==> src/design/csi2_tx_settings.svh <==
`ifndef CSI2_TX_SETTINGS_SVH
`define CSI2_TX_SETTINGS_SVH

// Pixel lines per frame, 12 bits at most
`define CSI2_PIXEL_LINES 4

// Bytes per RAW10 line, a multiple of 10 on two lanes
`define CSI2_LINE_BYTES 10

// Bytes per embedded-data line
`define CSI2_EMBEDDED_BYTES 10

// Settle delay after the stream request
`define CSI2_TINIT_WAIT 4

// HS request pulse length
`define CSI2_HS_PULSE 6

// HS ready to sp_en/lp_en
`define CSI2_PKT_EN_DELAY 7

`define CSI2_EXPOSURE 16   // Simulated exposure between frames

// Last frame number before wrapping to 1
`define CSI2_FRAME_WRAP 65534

`endif

==> src/design/csi2_proto_pkg.sv <==
package csi2_proto_pkg;

	typedef logic [7:0] lane_byte_t;    // One byte on one lane
	typedef logic [15:0] word_count_t;  // Header WC field
	typedef logic [5:0] data_type_t;    // Header DT field
	typedef logic [9:0] pixel_t;        // One RAW10 sample

	// Short packet codes
	localparam data_type_t DT_FRAME_START = 6'h00;
	localparam data_type_t DT_FRAME_END   = 6'h01;

	// Long packet codes
	localparam data_type_t DT_EMBEDDED = 6'h12;
	localparam data_type_t DT_RAW10    = 6'h2B;

	// Embedded line bytes
	localparam lane_byte_t EMB_FORMAT = 8'h0A;  // Format code
	localparam lane_byte_t EMB_END    = 8'h07;  // Data end code
	localparam lane_byte_t EMB_DUMMY  = 8'h55;

endpackage

==> src/design/tx_ctrl_pkg.sv <==
package tx_ctrl_pkg;

	// Link bring-up steps
	typedef enum logic [1:0] {
		LINK_WAIT_LOCK,
		LINK_WAIT_TINIT,
		LINK_WAIT_START,
		LINK_SETTLE
	} link_state_t;

	typedef enum logic [3:0] {
		SEQ_IDLE,       // Waiting for link up
		SEQ_HS,         // HS request pulse
		SEQ_HS_RDY,     // Waiting for data lane HS ready
		SEQ_PKT_DLY,    // Delay before sp_en or lp_en
		SEQ_SP_EN,
		SEQ_LP_EN,
		SEQ_WAIT_PYLD,  // Waiting for payload load to drop
		SEQ_PYLD_GAP,
		SEQ_DATA,
		SEQ_DATA_LAST,
		SEQ_WAIT_C2D,   // Between packets of a frame
		SEQ_FRAME_GAP,  // After FE, stream check
		SEQ_EXPOSE,
		SEQ_DROP
	} seq_state_t;

	typedef enum logic {
		LP_EMBEDDED,
		LP_PIXEL
	} lp_kind_t;

	typedef logic [11:0] line_count_t;  // Remaining pixel lines

endpackage

==> src/design/delay_timer.sv <==
`timescale 1ns/100ps

module delay_timer #(
	parameter int DELAY = 4
) (
	input  logic clk_i,
	input  logic rst_n_i,
	input  logic start_i,
	output logic done_o
);

	localparam int CW = (DELAY > 1) ? $clog2(DELAY) : 1;

	logic [CW-1:0] count_q;

	// Reloads while idle, counts down while start is held
	always_ff @(posedge clk_i or negedge rst_n_i) begin
		if (!rst_n_i) begin
			count_q <= CW'(DELAY - 1);
			done_o  <= 1'b0;
		end else begin
			if (!start_i) begin
				count_q <= CW'(DELAY - 1);
			end else if (count_q != '0) begin
				count_q <= count_q - 1'b1;
			end
			done_o <= start_i && (count_q == '0);  // Held until start falls
		end
	end

endmodule

==> src/design/link_bringup.sv <==
`timescale 1ns/100ps
`include "csi2_tx_settings.svh"

module link_bringup (
	input  logic ctrl_tx_byte_clk_i,
	input  logic ctrl_tx_reset_i,
	input  logic pll_lock_i,
	input  logic tinit_done_i,
	input  logic start_stream_i,
	input  logic link_drop_i,
	output logic link_up_o,
	output logic stream_on_o
);

	tx_ctrl_pkg::link_state_t state_q;
	logic settle_done;

	// Settle delay counts from the cycle the request was seen
	delay_timer #(
		.DELAY(`CSI2_TINIT_WAIT + 1)
	) u_settle_timer (
		.clk_i  (ctrl_tx_byte_clk_i),
		.rst_n_i(ctrl_tx_reset_i),
		.start_i(state_q == tx_ctrl_pkg::LINK_SETTLE),
		.done_o (settle_done)
	);

	always_ff @(posedge ctrl_tx_byte_clk_i or negedge ctrl_tx_reset_i) begin
		if (!ctrl_tx_reset_i) begin
			state_q <= tx_ctrl_pkg::LINK_WAIT_LOCK;
		end else begin
			case (state_q)
				tx_ctrl_pkg::LINK_WAIT_LOCK: begin
					if (pll_lock_i) begin
						state_q <= tx_ctrl_pkg::LINK_WAIT_TINIT;
					end
				end
				tx_ctrl_pkg::LINK_WAIT_TINIT: begin
					if (tinit_done_i) begin
						state_q <= tx_ctrl_pkg::LINK_WAIT_START;
					end
				end
				tx_ctrl_pkg::LINK_WAIT_START: begin
					if (start_stream_i) begin
						state_q <= tx_ctrl_pkg::LINK_SETTLE;
					end
				end
				tx_ctrl_pkg::LINK_SETTLE: begin
					if (link_drop_i) begin
						state_q <= tx_ctrl_pkg::LINK_WAIT_START;  // Stopped at frame boundary
					end
				end
				default: state_q <= tx_ctrl_pkg::LINK_WAIT_LOCK;
			endcase
		end
	end

	// Timer done lingers one cycle after leaving SETTLE, so qualify it
	assign link_up_o   = settle_done && (state_q == tx_ctrl_pkg::LINK_SETTLE);
	assign stream_on_o = start_stream_i && (state_q == tx_ctrl_pkg::LINK_SETTLE);

endmodule

==> src/design/packet_sequencer.sv <==
`timescale 1ns/100ps
`include "csi2_tx_settings.svh"

module packet_sequencer (
	input  logic                        ctrl_tx_byte_clk_i,
	input  logic                        ctrl_tx_reset_i,
	input  logic                        link_up_i,
	input  logic                        stream_on_i,
	input  logic                        c2d_ready_i,
	input  logic                        d_hs_rdy_i,
	input  logic                        ld_pyld_i,
	input  logic                        payload_last_i,
	output logic                        link_drop_o,
	output logic                        clk_hs_en_o,
	output logic                        d_hs_en_o,
	output logic                        sp_en_o,
	output logic                        lp_en_o,
	output logic                        payload_run_o,
	output tx_ctrl_pkg::lp_kind_t       lp_kind_o,
	output logic                        line_odd_o,
	output csi2_proto_pkg::data_type_t  dt_o,
	output csi2_proto_pkg::word_count_t wc_o,
	output tx_ctrl_pkg::line_count_t    line_num_o
);

	tx_ctrl_pkg::seq_state_t state_q;
	csi2_proto_pkg::word_count_t frame_cnt_q;
	logic short_pkt_q;   // Next packet is FS or FE
	logic frame_end_q;   // Short packet is FE
	logic emb_second_q;  // First embedded line already sent
	logic hs_done;
	logic pkt_done;
	logic exp_done;

	// Pulse ends one cycle after done is seen
	delay_timer #(
		.DELAY(`CSI2_HS_PULSE - 1)
	) u_hs_timer (
		.clk_i  (ctrl_tx_byte_clk_i),
		.rst_n_i(ctrl_tx_reset_i),
		.start_i(state_q == tx_ctrl_pkg::SEQ_HS),
		.done_o (hs_done)
	);

	delay_timer #(
		.DELAY(`CSI2_PKT_EN_DELAY - 1)
	) u_pkt_en_timer (
		.clk_i  (ctrl_tx_byte_clk_i),
		.rst_n_i(ctrl_tx_reset_i),
		.start_i(state_q == tx_ctrl_pkg::SEQ_PKT_DLY),
		.done_o (pkt_done)
	);

	delay_timer #(
		.DELAY(`CSI2_EXPOSURE)
	) u_exposure_timer (
		.clk_i  (ctrl_tx_byte_clk_i),
		.rst_n_i(ctrl_tx_reset_i),
		.start_i(state_q == tx_ctrl_pkg::SEQ_EXPOSE),
		.done_o (exp_done)
	);

	always_ff @(posedge ctrl_tx_byte_clk_i or negedge ctrl_tx_reset_i) begin
		if (!ctrl_tx_reset_i) begin
			state_q      <= tx_ctrl_pkg::SEQ_IDLE;
			frame_cnt_q  <= 16'd1;
			short_pkt_q  <= 1'b1;
			frame_end_q  <= 1'b0;
			emb_second_q <= 1'b0;
			lp_kind_o    <= tx_ctrl_pkg::LP_EMBEDDED;
			line_odd_o   <= 1'b0;
			line_num_o   <= tx_ctrl_pkg::line_count_t'(`CSI2_PIXEL_LINES);
			dt_o         <= '0;
			wc_o         <= '0;
		end else begin
			case (state_q)
				tx_ctrl_pkg::SEQ_IDLE: begin
					if (link_up_i) begin
						state_q <= tx_ctrl_pkg::SEQ_HS;  // First FS skips exposure
					end
				end
				tx_ctrl_pkg::SEQ_HS: begin
					if (hs_done) begin
						state_q <= tx_ctrl_pkg::SEQ_HS_RDY;
					end
				end
				tx_ctrl_pkg::SEQ_HS_RDY: begin
					if (d_hs_rdy_i) begin
						if (short_pkt_q) begin
							dt_o <= frame_end_q ? csi2_proto_pkg::DT_FRAME_END :
								csi2_proto_pkg::DT_FRAME_START;
							wc_o <= frame_cnt_q;  // Frame number rides in WC
						end else if (lp_kind_o == tx_ctrl_pkg::LP_EMBEDDED) begin
							dt_o <= csi2_proto_pkg::DT_EMBEDDED;
							wc_o <= csi2_proto_pkg::word_count_t'(`CSI2_EMBEDDED_BYTES);
						end else begin
							dt_o <= csi2_proto_pkg::DT_RAW10;
							wc_o <= csi2_proto_pkg::word_count_t'(`CSI2_LINE_BYTES);
						end
						state_q <= tx_ctrl_pkg::SEQ_PKT_DLY;
					end
				end
				tx_ctrl_pkg::SEQ_PKT_DLY: begin
					if (pkt_done) begin
						state_q <= short_pkt_q ? tx_ctrl_pkg::SEQ_SP_EN : tx_ctrl_pkg::SEQ_LP_EN;
					end
				end
				tx_ctrl_pkg::SEQ_SP_EN: begin
					if (frame_end_q) begin
						frame_end_q <= 1'b0;  // Next short packet is FS again
						state_q     <= tx_ctrl_pkg::SEQ_FRAME_GAP;
					end else begin
						short_pkt_q  <= 1'b0;
						emb_second_q <= 1'b0;
						lp_kind_o    <= tx_ctrl_pkg::LP_EMBEDDED;
						line_odd_o   <= 1'b0;
						line_num_o   <= tx_ctrl_pkg::line_count_t'(`CSI2_PIXEL_LINES);
						state_q      <= tx_ctrl_pkg::SEQ_WAIT_C2D;
					end
				end
				tx_ctrl_pkg::SEQ_LP_EN: state_q <= tx_ctrl_pkg::SEQ_WAIT_PYLD;
				tx_ctrl_pkg::SEQ_WAIT_PYLD: begin
					if (!ld_pyld_i) begin
						state_q <= tx_ctrl_pkg::SEQ_PYLD_GAP;
					end
				end
				tx_ctrl_pkg::SEQ_PYLD_GAP: state_q <= tx_ctrl_pkg::SEQ_DATA;  // IP latch margin
				tx_ctrl_pkg::SEQ_DATA: begin
					if (payload_last_i) begin
						state_q <= tx_ctrl_pkg::SEQ_DATA_LAST;
					end
				end
				tx_ctrl_pkg::SEQ_DATA_LAST: begin
					state_q <= tx_ctrl_pkg::SEQ_WAIT_C2D;
					if (lp_kind_o == tx_ctrl_pkg::LP_EMBEDDED) begin
						if (emb_second_q) begin
							lp_kind_o <= tx_ctrl_pkg::LP_PIXEL;
						end
						emb_second_q <= 1'b1;
					end else if (line_num_o == tx_ctrl_pkg::line_count_t'(1)) begin
						short_pkt_q <= 1'b1;  // Last line done, FE follows
						frame_end_q <= 1'b1;
					end else begin
						line_num_o <= line_num_o - 1'b1;
						line_odd_o <= ~line_odd_o;  // Alternate R/Gr and Gb/B rows
					end
				end
				tx_ctrl_pkg::SEQ_WAIT_C2D: begin
					if (c2d_ready_i) begin
						state_q <= tx_ctrl_pkg::SEQ_HS;
					end
				end
				tx_ctrl_pkg::SEQ_FRAME_GAP: begin
					if (!stream_on_i) begin
						state_q <= tx_ctrl_pkg::SEQ_DROP;
					end else if (c2d_ready_i) begin
						if (frame_cnt_q == csi2_proto_pkg::word_count_t'(`CSI2_FRAME_WRAP)) begin
							frame_cnt_q <= 16'd1;
						end else begin
							frame_cnt_q <= frame_cnt_q + 1'b1;
						end
						state_q <= tx_ctrl_pkg::SEQ_EXPOSE;
					end
				end
				tx_ctrl_pkg::SEQ_EXPOSE: begin
					if (exp_done) begin
						state_q <= tx_ctrl_pkg::SEQ_HS;
					end
				end
				tx_ctrl_pkg::SEQ_DROP: begin
					frame_cnt_q <= 16'd1;  // Restart numbering on the next stream
					state_q     <= tx_ctrl_pkg::SEQ_IDLE;
				end
				default: state_q <= tx_ctrl_pkg::SEQ_IDLE;
			endcase
		end
	end

	assign clk_hs_en_o   = (state_q == tx_ctrl_pkg::SEQ_HS);
	assign d_hs_en_o     = (state_q == tx_ctrl_pkg::SEQ_HS);
	assign sp_en_o       = (state_q == tx_ctrl_pkg::SEQ_SP_EN);
	assign lp_en_o       = (state_q == tx_ctrl_pkg::SEQ_LP_EN);
	assign link_drop_o   = (state_q == tx_ctrl_pkg::SEQ_DROP);
	assign payload_run_o = (state_q == tx_ctrl_pkg::SEQ_DATA) ||
		(state_q == tx_ctrl_pkg::SEQ_DATA_LAST);

endmodule

==> src/design/payload_gen.sv <==
`timescale 1ns/100ps
`include "csi2_tx_settings.svh"

module payload_gen (
	input  logic                       ctrl_tx_byte_clk_i,
	input  logic                       ctrl_tx_reset_i,
	input  logic                       payload_run_i,
	input  tx_ctrl_pkg::lp_kind_t      lp_kind_i,
	input  logic                       line_odd_i,
	input  csi2_proto_pkg::pixel_t     pixel_red_i,
	input  csi2_proto_pkg::pixel_t     pixel_green_red_i,
	input  csi2_proto_pkg::pixel_t     pixel_green_blue_i,
	input  csi2_proto_pkg::pixel_t     pixel_blue_i,
	output csi2_proto_pkg::lane_byte_t lane0_o,
	output csi2_proto_pkg::lane_byte_t lane1_o,
	output logic                       payload_last_o
);

	// Beat index that raises payload_last one beat before the end
	localparam csi2_proto_pkg::word_count_t EMB_LAST =
		csi2_proto_pkg::word_count_t'(`CSI2_EMBEDDED_BYTES / 2 - 2);
	localparam csi2_proto_pkg::word_count_t PIX_LAST =
		csi2_proto_pkg::word_count_t'(`CSI2_LINE_BYTES / 2 - 2);

	logic [2:0] step_q;
	logic [2:0] step_nxt;
	csi2_proto_pkg::word_count_t beat_q;
	csi2_proto_pkg::word_count_t last_beat;
	csi2_proto_pkg::pixel_t pix_a;
	csi2_proto_pkg::pixel_t pix_b;
	csi2_proto_pkg::lane_byte_t pix_l;  // Packed low bits
	csi2_proto_pkg::lane_byte_t lane0_q;
	csi2_proto_pkg::lane_byte_t lane1_q;
	csi2_proto_pkg::lane_byte_t lane0_nxt;
	csi2_proto_pkg::lane_byte_t lane1_nxt;

	// Gear step of the following cycle parks at 0 between lines
	assign step_nxt = !payload_run_i ? 3'd0 :
		(step_q == 3'd4) ? 3'd0 : step_q + 3'd1;

	assign pix_a = line_odd_i ? pixel_green_blue_i : pixel_red_i;
	assign pix_b = line_odd_i ? pixel_blue_i : pixel_green_red_i;
	assign pix_l = {pix_a[1:0], pix_b[1:0], pix_a[1:0], pix_b[1:0]};

	always_comb begin
		if (lp_kind_i == tx_ctrl_pkg::LP_EMBEDDED) begin
			lane0_nxt = csi2_proto_pkg::EMB_END;
			lane1_nxt = csi2_proto_pkg::EMB_END;
			case (step_nxt)
				3'd0: lane0_nxt = csi2_proto_pkg::EMB_FORMAT;
				3'd2: lane0_nxt = csi2_proto_pkg::EMB_DUMMY;
				3'd4: lane1_nxt = csi2_proto_pkg::EMB_DUMMY;
				default: ;
			endcase
		end else begin
			case (step_nxt)
				3'd2: begin
					lane0_nxt = pix_l;
					lane1_nxt = pix_a[9:2];
				end
				3'd3: begin
					lane0_nxt = pix_b[9:2];
					lane1_nxt = pix_a[9:2];
				end
				3'd4: begin
					lane0_nxt = pix_b[9:2];
					lane1_nxt = pix_l;
				end
				default: begin  // Steps 0 and 1
					lane0_nxt = pix_a[9:2];
					lane1_nxt = pix_b[9:2];
				end
			endcase
		end
	end

	always_ff @(posedge ctrl_tx_byte_clk_i or negedge ctrl_tx_reset_i) begin
		if (!ctrl_tx_reset_i) begin
			step_q  <= 3'd0;
			beat_q  <= '0;
			lane0_q <= '0;
			lane1_q <= '0;
		end else begin
			step_q  <= step_nxt;
			beat_q  <= payload_run_i ? beat_q + 1'b1 : '0;
			lane0_q <= lane0_nxt;  // First beat preloaded while idle
			lane1_q <= lane1_nxt;
		end
	end

	assign last_beat = (lp_kind_i == tx_ctrl_pkg::LP_EMBEDDED) ? EMB_LAST : PIX_LAST;
	assign payload_last_o = payload_run_i && (beat_q == last_beat);

	// Lanes read zero outside a payload
	assign lane0_o = payload_run_i ? lane0_q : '0;
	assign lane1_o = payload_run_i ? lane1_q : '0;

endmodule

==> src/design/csi2_tx_ctrl_top.sv <==
`timescale 1ns/100ps

module csi2_tx_ctrl_top (
	input  logic                        ctrl_tx_byte_clk_i,
	input  logic                        ctrl_tx_reset_i,
	input  logic                        ctrl_tx_pll_lock_i,
	input  logic                        ctrl_tx_tinit_done_i,
	input  logic                        ctrl_tx_start_stream_i,
	input  logic                        ctrl_tx_c2d_ready_i,
	input  logic                        ctrl_tx_d_hs_rdy_i,
	input  logic                        ctrl_tx_ld_pyld_i,
	input  csi2_proto_pkg::pixel_t      ctrl_tx_pixel_red_i,
	input  csi2_proto_pkg::pixel_t      ctrl_tx_pixel_green_red_i,
	input  csi2_proto_pkg::pixel_t      ctrl_tx_pixel_green_blue_i,
	input  csi2_proto_pkg::pixel_t      ctrl_tx_pixel_blue_i,
	output logic [15:0]                 ctrl_tx_byte_data_o,
	output csi2_proto_pkg::data_type_t  ctrl_tx_dt_o,
	output csi2_proto_pkg::word_count_t ctrl_tx_wc_o,
	output logic                        ctrl_tx_byte_data_en_o,
	output logic                        ctrl_tx_clk_hs_en_o,
	output logic                        ctrl_tx_d_hs_en_o,
	output logic                        ctrl_tx_lp_en_o,
	output logic                        ctrl_tx_sp_en_o,
	output tx_ctrl_pkg::line_count_t    ctrl_tx_line_num_o
);

	logic link_up;
	logic stream_on;
	logic link_drop;
	logic payload_run;
	logic payload_last;
	logic line_odd;
	tx_ctrl_pkg::lp_kind_t lp_kind;
	csi2_proto_pkg::lane_byte_t lane0;
	csi2_proto_pkg::lane_byte_t lane1;

	link_bringup u_link_bringup (
		.ctrl_tx_byte_clk_i(ctrl_tx_byte_clk_i),
		.ctrl_tx_reset_i   (ctrl_tx_reset_i),
		.pll_lock_i        (ctrl_tx_pll_lock_i),
		.tinit_done_i      (ctrl_tx_tinit_done_i),
		.start_stream_i    (ctrl_tx_start_stream_i),
		.link_drop_i       (link_drop),
		.link_up_o         (link_up),
		.stream_on_o       (stream_on)
	);

	packet_sequencer u_packet_sequencer (
		.ctrl_tx_byte_clk_i(ctrl_tx_byte_clk_i),
		.ctrl_tx_reset_i   (ctrl_tx_reset_i),
		.link_up_i         (link_up),
		.stream_on_i       (stream_on),
		.c2d_ready_i       (ctrl_tx_c2d_ready_i),
		.d_hs_rdy_i        (ctrl_tx_d_hs_rdy_i),
		.ld_pyld_i         (ctrl_tx_ld_pyld_i),
		.payload_last_i    (payload_last),
		.link_drop_o       (link_drop),
		.clk_hs_en_o       (ctrl_tx_clk_hs_en_o),
		.d_hs_en_o         (ctrl_tx_d_hs_en_o),
		.sp_en_o           (ctrl_tx_sp_en_o),
		.lp_en_o           (ctrl_tx_lp_en_o),
		.payload_run_o     (payload_run),
		.lp_kind_o         (lp_kind),
		.line_odd_o        (line_odd),
		.dt_o              (ctrl_tx_dt_o),
		.wc_o              (ctrl_tx_wc_o),
		.line_num_o        (ctrl_tx_line_num_o)
	);

	payload_gen u_payload_gen (
		.ctrl_tx_byte_clk_i(ctrl_tx_byte_clk_i),
		.ctrl_tx_reset_i   (ctrl_tx_reset_i),
		.payload_run_i     (payload_run),
		.lp_kind_i         (lp_kind),
		.line_odd_i        (line_odd),
		.pixel_red_i       (ctrl_tx_pixel_red_i),
		.pixel_green_red_i (ctrl_tx_pixel_green_red_i),
		.pixel_green_blue_i(ctrl_tx_pixel_green_blue_i),
		.pixel_blue_i      (ctrl_tx_pixel_blue_i),
		.lane0_o           (lane0),
		.lane1_o           (lane1),
		.payload_last_o    (payload_last)
	);

	assign ctrl_tx_byte_data_o    = {lane1, lane0};  // Lane 1 in the upper byte
	assign ctrl_tx_byte_data_en_o = payload_run;

endmodule

==> config.mk <==
export PLATFORM = sky130hd
export DESIGN_NAME = csi2_tx_ctrl_top
export DESIGN_NICKNAME = d
export VERILOG_FILES = /design/src/design/csi2_proto_pkg.sv /design/src/design/tx_ctrl_pkg.sv /design/src/design/delay_timer.sv /design/src/design/link_bringup.sv /design/src/design/packet_sequencer.sv /design/src/design/payload_gen.sv /design/src/design/csi2_tx_ctrl_top.sv
export VERILOG_INCLUDE_DIRS = /design/src /design/src/design
export SDC_FILE = /design/constraint.sdc
export NUM_CORES = 1
export LEC_CHECK = 0
export BUFFER_PORTS_ARGS = -buffer_cell sky130_fd_sc_hd__buf_2
export CAP_MARGIN = 20
export CORE_AREA = 4 4 139 141
export CTS_BUF_LIST = sky130_fd_sc_hd__clkbuf_4 sky130_fd_sc_hd__clkbuf_8 sky130_fd_sc_hd__clkbuf_16
export CTS_CLUSTER_DIAMETER = 200
export DETAILED_ROUTE_END_ITERATION = 7
export DIE_AREA = 0 0 143 145
export PLACE_DENSITY = 0.65
export SETUP_SLACK_MARGIN = 0.02
export SYNTH_ARGS = -nofsm -noshare
export SYNTH_HDL_FRONTEND = slang
export SYNTH_HIERARCHICAL = 1
export SYNTH_SLANG_ARGS = --single-unit
export TNS_END_PERCENT = 20
==> constraint.sdc <==
create_clock -name ctrl_tx_byte_clk_i -period 5.67 [get_ports ctrl_tx_byte_clk_i]
set_input_delay 0.567 -clock ctrl_tx_byte_clk_i [delete_from_list [all_inputs] [get_ports ctrl_tx_byte_clk_i]]
set_output_delay 0.567 -clock ctrl_tx_byte_clk_i [all_outputs]
set_load 0.02 [all_outputs]
# Word-level counts from Yosys, hierarchy flattened
# Index checks and enable logic that the tools add are counted.
[word_totals]
reg_bits = 113
in_bits = 48
wordCells = 175
[classes]
addsub = 8
eq_ne = 47
n_mux = 64
n_bitwise = 1
n_reduce_logical = 32
[ops]
columns = ["cell", "count"]
rows = [
  ["$mux W16", 5],
  ["$pmux W4 S13", 1],
  ["$mux W4", 12],
  ["$mux W12", 3],
  ["$add A16 B1 Y16 const B", 2],
  ["$mux W8", 4],
  ["$pmux W16 S2", 1],
  ["$pmux W8 S2", 2],
  ["$ne A2 B2 Y1 const B", 13],
  ["$eq A4 B4 Y1 const B", 6],
  ["$mux W3", 8],
  ["$pmux W12 S2", 1],
  ["$mux W10", 2],
  ["$ne A2 B1 Y1 const B", 10],
  ["$eq A16 B16 Y1 const B", 1],
  ["$eq A16 B2 Y1 const B", 1],
  ["$eq A4 B3 Y1 const B", 4],
  ["$pmux W7 S2", 1],
  ["$eq A12 B1 Y1 const B", 1],
  ["$logic_not A3 Y1", 4],
  ["$mux W6", 2],
  ["$reduce_and A4 Y1", 3],
  ["$sub A12 B1 Y12 const B", 1],
  ["$mux W1", 11],
  ["26 further kinds", 53],
]

# Depth between registers and ports, before layout
# Gate-level depths: netlist of run 1.
[logic_depth]
depth_word = 7
ltp_mapped = 12
depth_no_buf = 9

# Cells and area by module
# The synthesis of run 1 kept the hierarchy.
[by_module_without_submodules]
columns = ["module", "n_inst", "cells_per_inst", "area_each_um2"]
rows = [
  ["packet_sequencer", 1, 337, 3027.9],
  ["payload_gen", 1, 222, 2128.3],
  ["delay_timer (u_link_bringup.u_settle_timer ...)", 2, 19, 214.0],
  ["delay_timer (u_packet_sequencer.u_exposure_timer)", 1, 25, 281.5],
  ["delay_timer (u_packet_sequencer.u_pkt_en_timer)", 1, 19, 215.2],
  ["link_bringup", 1, 9, 111.4],
]

# Worst setup path before layout of run 1
# Ideal clock, no wire load.
[synth_path]
path_kind = "register to register"
startpoint = "reg u_packet_sequencer.state_q[1]"
endpoint = "reg u_payload_gen.lane1_q[0]"
setup_ns = 0.126
t_arrival_ns = 2.692
slack_ns = 2.852
path_stages_with_launch = 12
path_buffers = 5
synth_period_minus_slack_ns = 2.818
cell_sequence = "dfrtp_1 > buf_2 > buf_2 > nor3_1 > clkbuf_1 > nand2_1 > inv_1 > and3_2 > clkbuf_1 > nor2_2 > buf_6 > a221o_1"
[synth_between]
elab_chain_cells = 7
[synth_lines]
columns = ["item", "line_no", "source"]
rows = [
  ["start, declared", "packet_sequencer.sv:26", "tx_ctrl_pkg::seq_state_t state_q;"],
  ["start signal, assigned", "packet_sequencer.sv:65", "state_q <= tx_ctrl_pkg::SEQ_IDLE;"],
  ["start signal, assigned", "packet_sequencer.sv:79", "state_q <= tx_ctrl_pkg::SEQ_HS;"],
  ["start signal, assigned", "packet_sequencer.sv:84", "state_q <= tx_ctrl_pkg::SEQ_HS_RDY;"],
  ["$eq A4 B4 Y1 (on tied branches)", "packet_sequencer.sv:184, packet_sequencer.sv:185", ""],
  ["$logic_or A1 B1 Y1 *", "packet_sequencer.sv:184", "assign payload_run_o = (state_q == tx_ctrl_pkg::SEQ_DATA) ||"],
  ["net ctrl_tx_byte_data_en_o", "csi2_tx_ctrl_top.sv:19", "output logic ctrl_tx_byte_data_en_o,"],
  ["$mux W3 *", "payload_gen.sv:38", "assign step_nxt = !payload_run_i ? 3'd0 :"],
  ["net u_payload_gen.step_nxt[1]", "payload_gen.sv:26", "logic [2:0] step_nxt;"],
  ["$eq A3 B2 Y1", "payload_gen.sv:56", "case (step_nxt)"],
  ["$reduce_or A2 Y1 (no line)", "--", ""],
  ["$pmux W8 S2 *", "payload_gen.sv:56", ""],
  ["$mux W8 *", "payload_gen.sv:46", "if (lp_kind_i == tx_ctrl_pkg::LP_EMBEDDED) begin"],
  ["net u_payload_gen.lane1_nxt[0]", "payload_gen.sv:35", "csi2_proto_pkg::lane_byte_t lane1_nxt;"],
  ["end signal, assigned", "payload_gen.sv:87", "lane1_q <= lane1_nxt;"],
  ["end, declared", "payload_gen.sv:33", "csi2_proto_pkg::lane_byte_t lane1_q;"],
]
# The timed path passes the listed nets; every way through them passes the cells marked *.
# A chain may end at the register's enable or synchronous reset.

# Final worst setup path of run 1
[layout_path]
startpoint = "reg u_packet_sequencer.state_q[3]"
endpoint = "reg u_payload_gen.lane0_q[3]"
[layout_between]
elab_chain_cells = 7
[layout_lines]
columns = ["item", "line_no", "source"]
rows = [
  ["$eq A4 B4 Y1 (on tied branches)", "packet_sequencer.sv:184, packet_sequencer.sv:185", ""],
  ["$logic_or A1 B1 Y1 *", "packet_sequencer.sv:184", ""],
  ["$mux W3 *", "payload_gen.sv:38", ""],
  ["$eq A3 B2 Y1 or $eq A3 B3 Y1 (tied branches)", "payload_gen.sv:56", ""],
  ["$reduce_or A2 Y1 (no line)", "--", ""],
  ["$pmux W8 S2", "payload_gen.sv:56", ""],
  ["$mux W8 *", "payload_gen.sv:46", ""],
  ["net u_payload_gen.lane0_nxt[3]", "payload_gen.sv:34", "csi2_proto_pkg::lane_byte_t lane0_nxt;"],
  ["end signal, assigned", "payload_gen.sv:86", "lane0_q <= lane0_nxt;"],
  ["end, declared", "payload_gen.sv:32", "csi2_proto_pkg::lane_byte_t lane0_q;"],
]
# Marks and branches as above.

==> flow_metrics.tcl, run 1 <==
set metrics [dict create \
    ys_ff_latch 111 \
    slew-limit-headroom_pct 35.4 \
    cts_root_buf "clkbuf_16" \
    fp.dieW_microns 143 \
    slew_violations 0 \
    yosys.area_share.simple_pct 25.3 \
    ant_nets 0 \
    h-tree-depth 3 \
    grt_pass1_wl_mm 23.3 \
    instances_no_fill 969 \
    yosysUniqueCellTypes 74 \
    drive_gt1_share_pct 24.5 \
    synth.top_cell.area_share_pct 40.4 \
    critical_path_buf_inv_count 3 \
    max_freq_mhz 341 \
    met3_usage_pct 1.78 \
    avgViaCountPerCell 5.02 \
    path_class "flip-flop to flip-flop" \
    dp_cells 953 \
    core_area_sq_mm 0.0180 \
    syn_inst 650 \
    synth_top_area_cell "dfrtp_1" \
    ys.flop_type "dfrtp_1" \
    globalRouteMet1Util_pct 19.5 \
    crit_slowest_cell "a2111oi_4" \
    gp_congestion 0.833 \
    vdd_drop_max_mv 0.213 \
    vias 4861 \
    syn_area_per_cell_sq_um 9.53 \
    antenna_found_initial 0 \
    rsz0062_at_grt "no" \
    max-cap-violations 0 \
    cp_top_family "compound AO/OA/AOI/OAI gates" \
    crit_path_start_kind "flip-flop" \
    totalNegativeSetupSlack_ns 0 \
    end_kind "flip-flop" \
    drtPass1Iterations 5 \
    cts_made_buffers 9 \
    place_area_sq_mm 0.00686 \
    synthXorXnorAreaFrac_pct 4.38 \
    finalCriticalPeriod_ns 2.93 \
    max_stage_delay_ns 0.63 \
    portBuffers 101 \
    grt_max_degree 70 \
    yosys_warnings 6 \
    cts_tree "yes" \
    synth_compound_area_share_pct 11.8 \
    synth_fa_ha_area_share_pct 3.03 \
    synth_fp_nets 713 \
    final_cell_area_sq_mm 0.00721 \
    fin_crit_sh_pct 51.7 \
    gr-usage-met2_pct 21.1 \
    clk_pin_slew_ns 0.08 \
    final_util_pct 40.1 \
    setup_viol 0 \
    grt_pass1_vias 4624 \
    grt-busiest-layer "met2" \
    remaining_drc_errors 0 \
    crit_fanout 21 \
    ios 103 \
    synth_area_leaders "dfrtp_1 (40%), dfstp_2 (4.7%), nand2_1 (4.4%)" \
    status "complete, no violations" \
    clock_latency_ns 0.35 \
    wl_per_cell_microns 14.5 \
    cp.required_ns 5.89 \
    synthMuxAreaShare_pct 5.82 \
    drt_wl_total_mm 14.0 \
    clockBufferDepth 2 \
    synth_async_sr_flop_share_pct 100 \
    yosysSeqAreaShare_pct 45.1 \
    synth_edf_count 0 \
    hp-class "input port to async pin" \
    worst_slew_pin_slew_ns 0.969 \
    total_power_uw 2970 \
    p_per_area_mw_per_mm2 412 \
    cts_resized 0 \
    cts_setup_buffers 0 \
    die_y_microns 145 \
    p_leak_uw 0.00333 \
    diodes 0 \
    track_usage_pct 13.6 \
    syn-cell-area_sq_mm 0.00619 \
    area_growth_syn_to_layout_pct 16.4 \
    drtIter0Drc 341 \
    nets 798 \
    postCtsHoldBufs 0 \
    start_util_pct 34.5 \
    clock-sinks 111 \
    dp_hpwl_mm 10.1 \
    fill_cells 1777 \
    grt_remaining_overflow 0 \
    synth_top_family_by_area "simple AND/OR/NAND/NOR gates" \
    fin_skew_ns 0.00846 \
    hold_viol_final 0 \
    crit_arrival_ns 3.15 \
    crit_chain "inv_1 > nor3_2 > buf_4 > inv_1 > a2111oi_4 > nor2_2 > a31oi_1 > a311oi_1" \
    dieArea_sq_mm 0.0207 \
    cp_common_cell "inv_1" \
    num_rows 49 \
]
## synthesized netlist by cell type, types with 3 or more instances
master,instances
dfrtp_1,100
nand2_1,73
nor2_1,55
nand3_1,41
o21ai_0,40
inv_1,31
xor2_1,26
and2_1,22
mux2_2,18
ha_1,15
nand2b_1,15
clkbuf_1,13
nor3_1,13
and3_1,12
mux2i_1,12
dfstp_2,11
nand4_1,10
a31oi_1,9
a21oi_1,8
buf_2,8
a21o_1,7
or2b_1,7
a22o_1,5
and2_2,5
buf_4,5
nor2_2,5
nor4_1,5
xnor2_1,5
a221o_1,4
or3b_1,4
and2b_2,3
and3_2,3
buf_1,3
nor2b_1,3
nor4b_1,3
## stage by stage
stage	hold slack, ns	setup WS (ns)
finish	0.193	2.74
global route	0.233	2.45
CTS	0.216	2.74
detailed placement	0.466	2.76
global placement	0.460	2.84
floorplan	0.271	2.85
## layout make-up
cell class                 count  area (sq um)  share of cell area, %
clock buffer                  11           240                   3.33
clock inverter                 5           108                   1.49
inverter                      32           120                   1.67
multi-input combinational    476          3130                   43.4
sequential                   111          2790                   38.7
tap                          229           287                   3.97
timing repair buffer         105           538                   7.46
## power breakdown
group	switching, uW	internal (uW)	leakage, uW
Combinational	621	431	0.00173
Sequential	213	967	0.00142
Clock	291	444	0.000171
Total	1130	1840	0.00333
## registers in the layout, indices dropped and copies added, names as in the netlist, 2 cells and up
name                                         cells
u_link_bringup/state_q                           2
u_link_bringup/u_settle_timer/count_q            3
u_packet_sequencer/dt_o                          4
u_packet_sequencer/frame_cnt_q                  16
u_packet_sequencer/line_num_o                   12
u_packet_sequencer/state_q                       4
u_packet_sequencer/u_exposure_timer/count_q      4
u_packet_sequencer/u_hs_timer/count_q            3
u_packet_sequencer/u_pkt_en_timer/count_q        3
u_packet_sequencer/wc_o                         16
u_payload_gen/beat_q                            16
u_payload_gen/lane0_q                            8
u_payload_gen/lane1_q                            8
u_payload_gen/step_q                             3
## cell families after synthesis
family	Yosys count
simple gates	295
flops	111
compound gates	102
buf+inv	63
mux	32
xor+xnor	31
fa+ha+maj	15
other cells	1
## layer usage
| metal | vias to the layer above | routed length (microns) |
|---|---|---|
| met4 | 0 | 170 |
| met5 | - | 0 |
| met3 | 9 | 525 |
| li1 | 2437 | - |
| met1 | 2323 | 6720 |
| met2 | 92 | 6610 |
## cell usage in the layout, fill, tap and decap left out, types with 4 or more instances in the layout
cell and n:
buf_2 100, dfrtp_1 100, nand2_1 73, nor2_1 55, nand3_1 41, o21ai_0 40
inv_1 31, xor2_1 26, and2_1 22, mux2_2 18, ha_1 15, nand2b_1 15
mux2i_1 12, and3_1 12, nor3_1 12, dfstp_2 11, nand4_1 10, clkbuf_16 9
a31oi_1 9, a21oi_1 8, or2b_1 7, a21o_1 7, buf_4 5, and2_2 5
nor4_1 5, nor2_2 5, xnor2_1 5, a22o_1 5, or3b_1 4, a221o_1 4
## worst paths after layout
path | to | cells after the start | from | slack [ns]
hold / removal | u_payload_gen/lane1_q[1]$_DFF_PN0_ | 1 | ctrl_tx_reset_i | 0.19
min in group ctrl_tx_byte_clk_i | u_link_bringup/state_q[1]$_DFFE_PN0P_ | 2 | ctrl_tx_tinit_done_i | 0.46
max in group asynchronous | u_packet_sequencer/wc_o[14]$_DFFE_PN0P_ | 2 | ctrl_tx_reset_i | 4.20
setup reg to reg | u_payload_gen/lane0_q[3]$_DFF_PN0_ | 8 | u_packet_sequencer/state_q[3]$_DFFE_PN0P_ | 2.74
hold reg to reg | u_packet_sequencer/wc_o[4]$_DFFE_PN0P_ | 2 | u_packet_sequencer/wc_o[4]$_DFFE_PN0P_ | 0.47
setup / recovery | u_payload_gen/lane0_q[3]$_DFF_PN0_ | 8 | u_packet_sequencer/state_q[3]$_DFFE_PN0P_ | 2.74
(Power assumes the default switching activity.)
==> inputs of run 2 (changes only) <==
Clock period 5.67 ns to 2.7 ns, I/O delays scaled along.
==> run 2 against run 1 <==
- clock power up 90%
- the run now ends with negative hold slack left
- critical path depth down 1
- critical path type unchanged
- utilization grew 0.35 points
- combinational power is 130% higher
==> flow_metrics.tcl, run 2 (synthesized netlist as in run 1, its figures left out) <==
set metrics [dict create \
    status "finished with violations" \
    violations "negative hold slack" \
    crit_fanout 11 \
    drtPass1Iterations 4 \
    num_rows 49 \
    pwr-share-clk_pct 22.6 \
    p_per_area_mw_per_mm2 848 \
    finalCriticalPeriod_ns 2.50 \
    place_area_sq_mm 0.00696 \
    max_stage_delay_ns 0.48 \
    ant_nets 0 \
    dieArea_sq_mm 0.0207 \
    fp.dieW_microns 143 \
    cts_made_buffers 9 \
    p_sw_share_pct 39.1 \
    avgViaCountPerCell 4.98 \
    area_growth_syn_to_layout_pct 17.4 \
    hp-class "input port to async pin" \
    postCtsHoldBufs 0 \
    grt_max_degree 112 \
    slew-limit-headroom_pct 49.5 \
    start_util_pct 34.5 \
    setup_viol 0 \
    die_y_microns 145 \
    dp_hpwl_mm 9.80 \
    drtIter0Drc 279 \
    end_kind "flip-flop" \
    grt_remaining_overflow 0 \
    final_cell_area_sq_mm 0.00727 \
    clk_pin_slew_ns 0.08 \
    fin_skew_ns 0.0125 \
    cp.required_ns 2.96 \
    ios 103 \
    drive_gt1_share_pct 25.6 \
    p_comb_share_pct 39.8 \
    largestRegisters "u_packet_sequencer/frame_cnt_q: 16 flops, u_packet_sequencer/wc_o: 16 flops, u_payload_gen/beat_q: 16 flops" \
    seqPwrFrac_pct 37.6 \
    path_class "flip-flop to flip-flop" \
    grt_pass1_wl_mm 23.2 \
    cts_setup_buffers 0 \
    mostFrequentLayoutCells "buf_2 (100), dfrtp_1 (100), nand2_1 (73)" \
    wl_per_cell_microns 14.0 \
    cts_root_buf "clkbuf_16" \
    clock-sinks 111 \
    fin_crit_sh_pct 92.6 \
    antenna_found_initial 0 \
    hold_viol_final 3 \
    clockBufferDepth 2 \
    p_leak_uw 0.00336 \
    track_usage_pct 13.4 \
    cts_resized 0 \
    switchingPower_uw 2410 \
    clock_latency_ns 0.36 \
    rsz0062_at_grt "no" \
    gp_congestion 0.841 \
    grt_pass1_vias 4657 \
    vdd_drop_max_mv 0.384 \
    drt_wl_total_mm 13.7 \
    internal-power_uw 3760 \
    nets 809 \
    totalNegativeSetupSlack_ns 0 \
    crit_chain "inv_1 > ha_1 > or3b_1 > and3_2 > nor2_2 > a31oi_1 > a221oi_1" \
    core_area_sq_mm 0.0180 \
    max_freq_mhz 400 \
    crit_path_start_kind "flip-flop" \
    portBuffers 101 \
    slew_violations 0 \
    remaining_drc_errors 0 \
    max-cap-violations 0 \
    vias 4887 \
    worst_slew_pin_slew_ns 0.752 \
    crit_arrival_ns 2.76 \
    crit_slowest_cell "or3b_1" \
    h-tree-depth 3 \
    cts_tree "yes" \
    whs_ns -0.0192 \
]
-- run 2: area by class of cell --
| class | count | area (sq um) |
|---|---|---|
| clock inverters | 6 | 73.8 |
| repair buffers | 116 | 633 |
| flip-flops and latches | 111 | 2790 |
| well taps | 229 | 287 |
| clock buffers | 10 | 239 |
| fillers | 1767 | 10700 |
| diodes | 1 | 2.50 |
| inverters | 32 | 120 |
| multi-input cells | 476 | 3130 |
-- run 2: power groups by stage --
stage	logic, uW	registers (uW)	clock network, uW
after CTS	2480	2320	1450
after global placement	2430	2350	0
after global routing	2750	2380	1510
final	2450	2320	1400
after detailed placement	2470	2350	0
after floorplan	1680	2430	0
-- run 2: path summary, 6_finish.rpt --
check | startpoint | endpoint | slack (ns) | cells after the start
hold / removal | ctrl_tx_reset_i | u_packet_sequencer/wc_o[4]$_DFFE_PN0P_ | -0.02 | 2
min in group ctrl_tx_byte_clk_i | ctrl_tx_tinit_done_i | u_link_bringup/state_q[1]$_DFFE_PN0P_ | 0.15 | 2
setup reg to reg | u_payload_gen/step_q[0]$_DFF_PN0_ | u_payload_gen/lane0_q[7]$_DFF_PN0_ | 0.20 | 7
max in group asynchronous | ctrl_tx_reset_i | u_packet_sequencer/line_num_o[1]$_DFFE_PN0P_ | 2.27 | 2
setup / recovery | u_payload_gen/step_q[0]$_DFF_PN0_ | u_payload_gen/lane0_q[7]$_DFF_PN0_ | 0.20 | 7
hold reg to reg | u_packet_sequencer/wc_o[3]$_DFFE_PN0P_ | u_packet_sequencer/wc_o[3]$_DFFE_PN0P_ | 0.47 | 2
-- run 2: per-stage QoR --
step           std cells  total power [uW]  utilization (%)  setup WS (ns)
2_1_floorplan        650              4110                -          0.114
3_3_place_gp         964              4770             38.7          0.324
3_5_place_dp         964              4820             38.7          0.261
4_1_cts              980              6250             40.5          0.230
5_1_grt              980              6630             40.5         0.0691
6_report             981              6170             40.5          0.200
-- run 2: metal layers --
metal  wire (microns)  up-vias  global-route usage, %
li1                 -     2454                      -
met1             6720     2310                   19.4
met2             6140      109                   20.2
met3              697       14                   2.76
met4              164        0                   3.85
met5                0        -                      0
-- run 2: critical path, delay by kind of cell, from the launching register on --
kind                     cells  cell delay (ns)
flip-flops                   1             0.40
buffers and inverters        1             0.12
AND/OR/NAND/NOR              3             1.21
adder cells (fa/ha/maj)      1             0.26
AO/OA/AOI/OAI                2             0.42
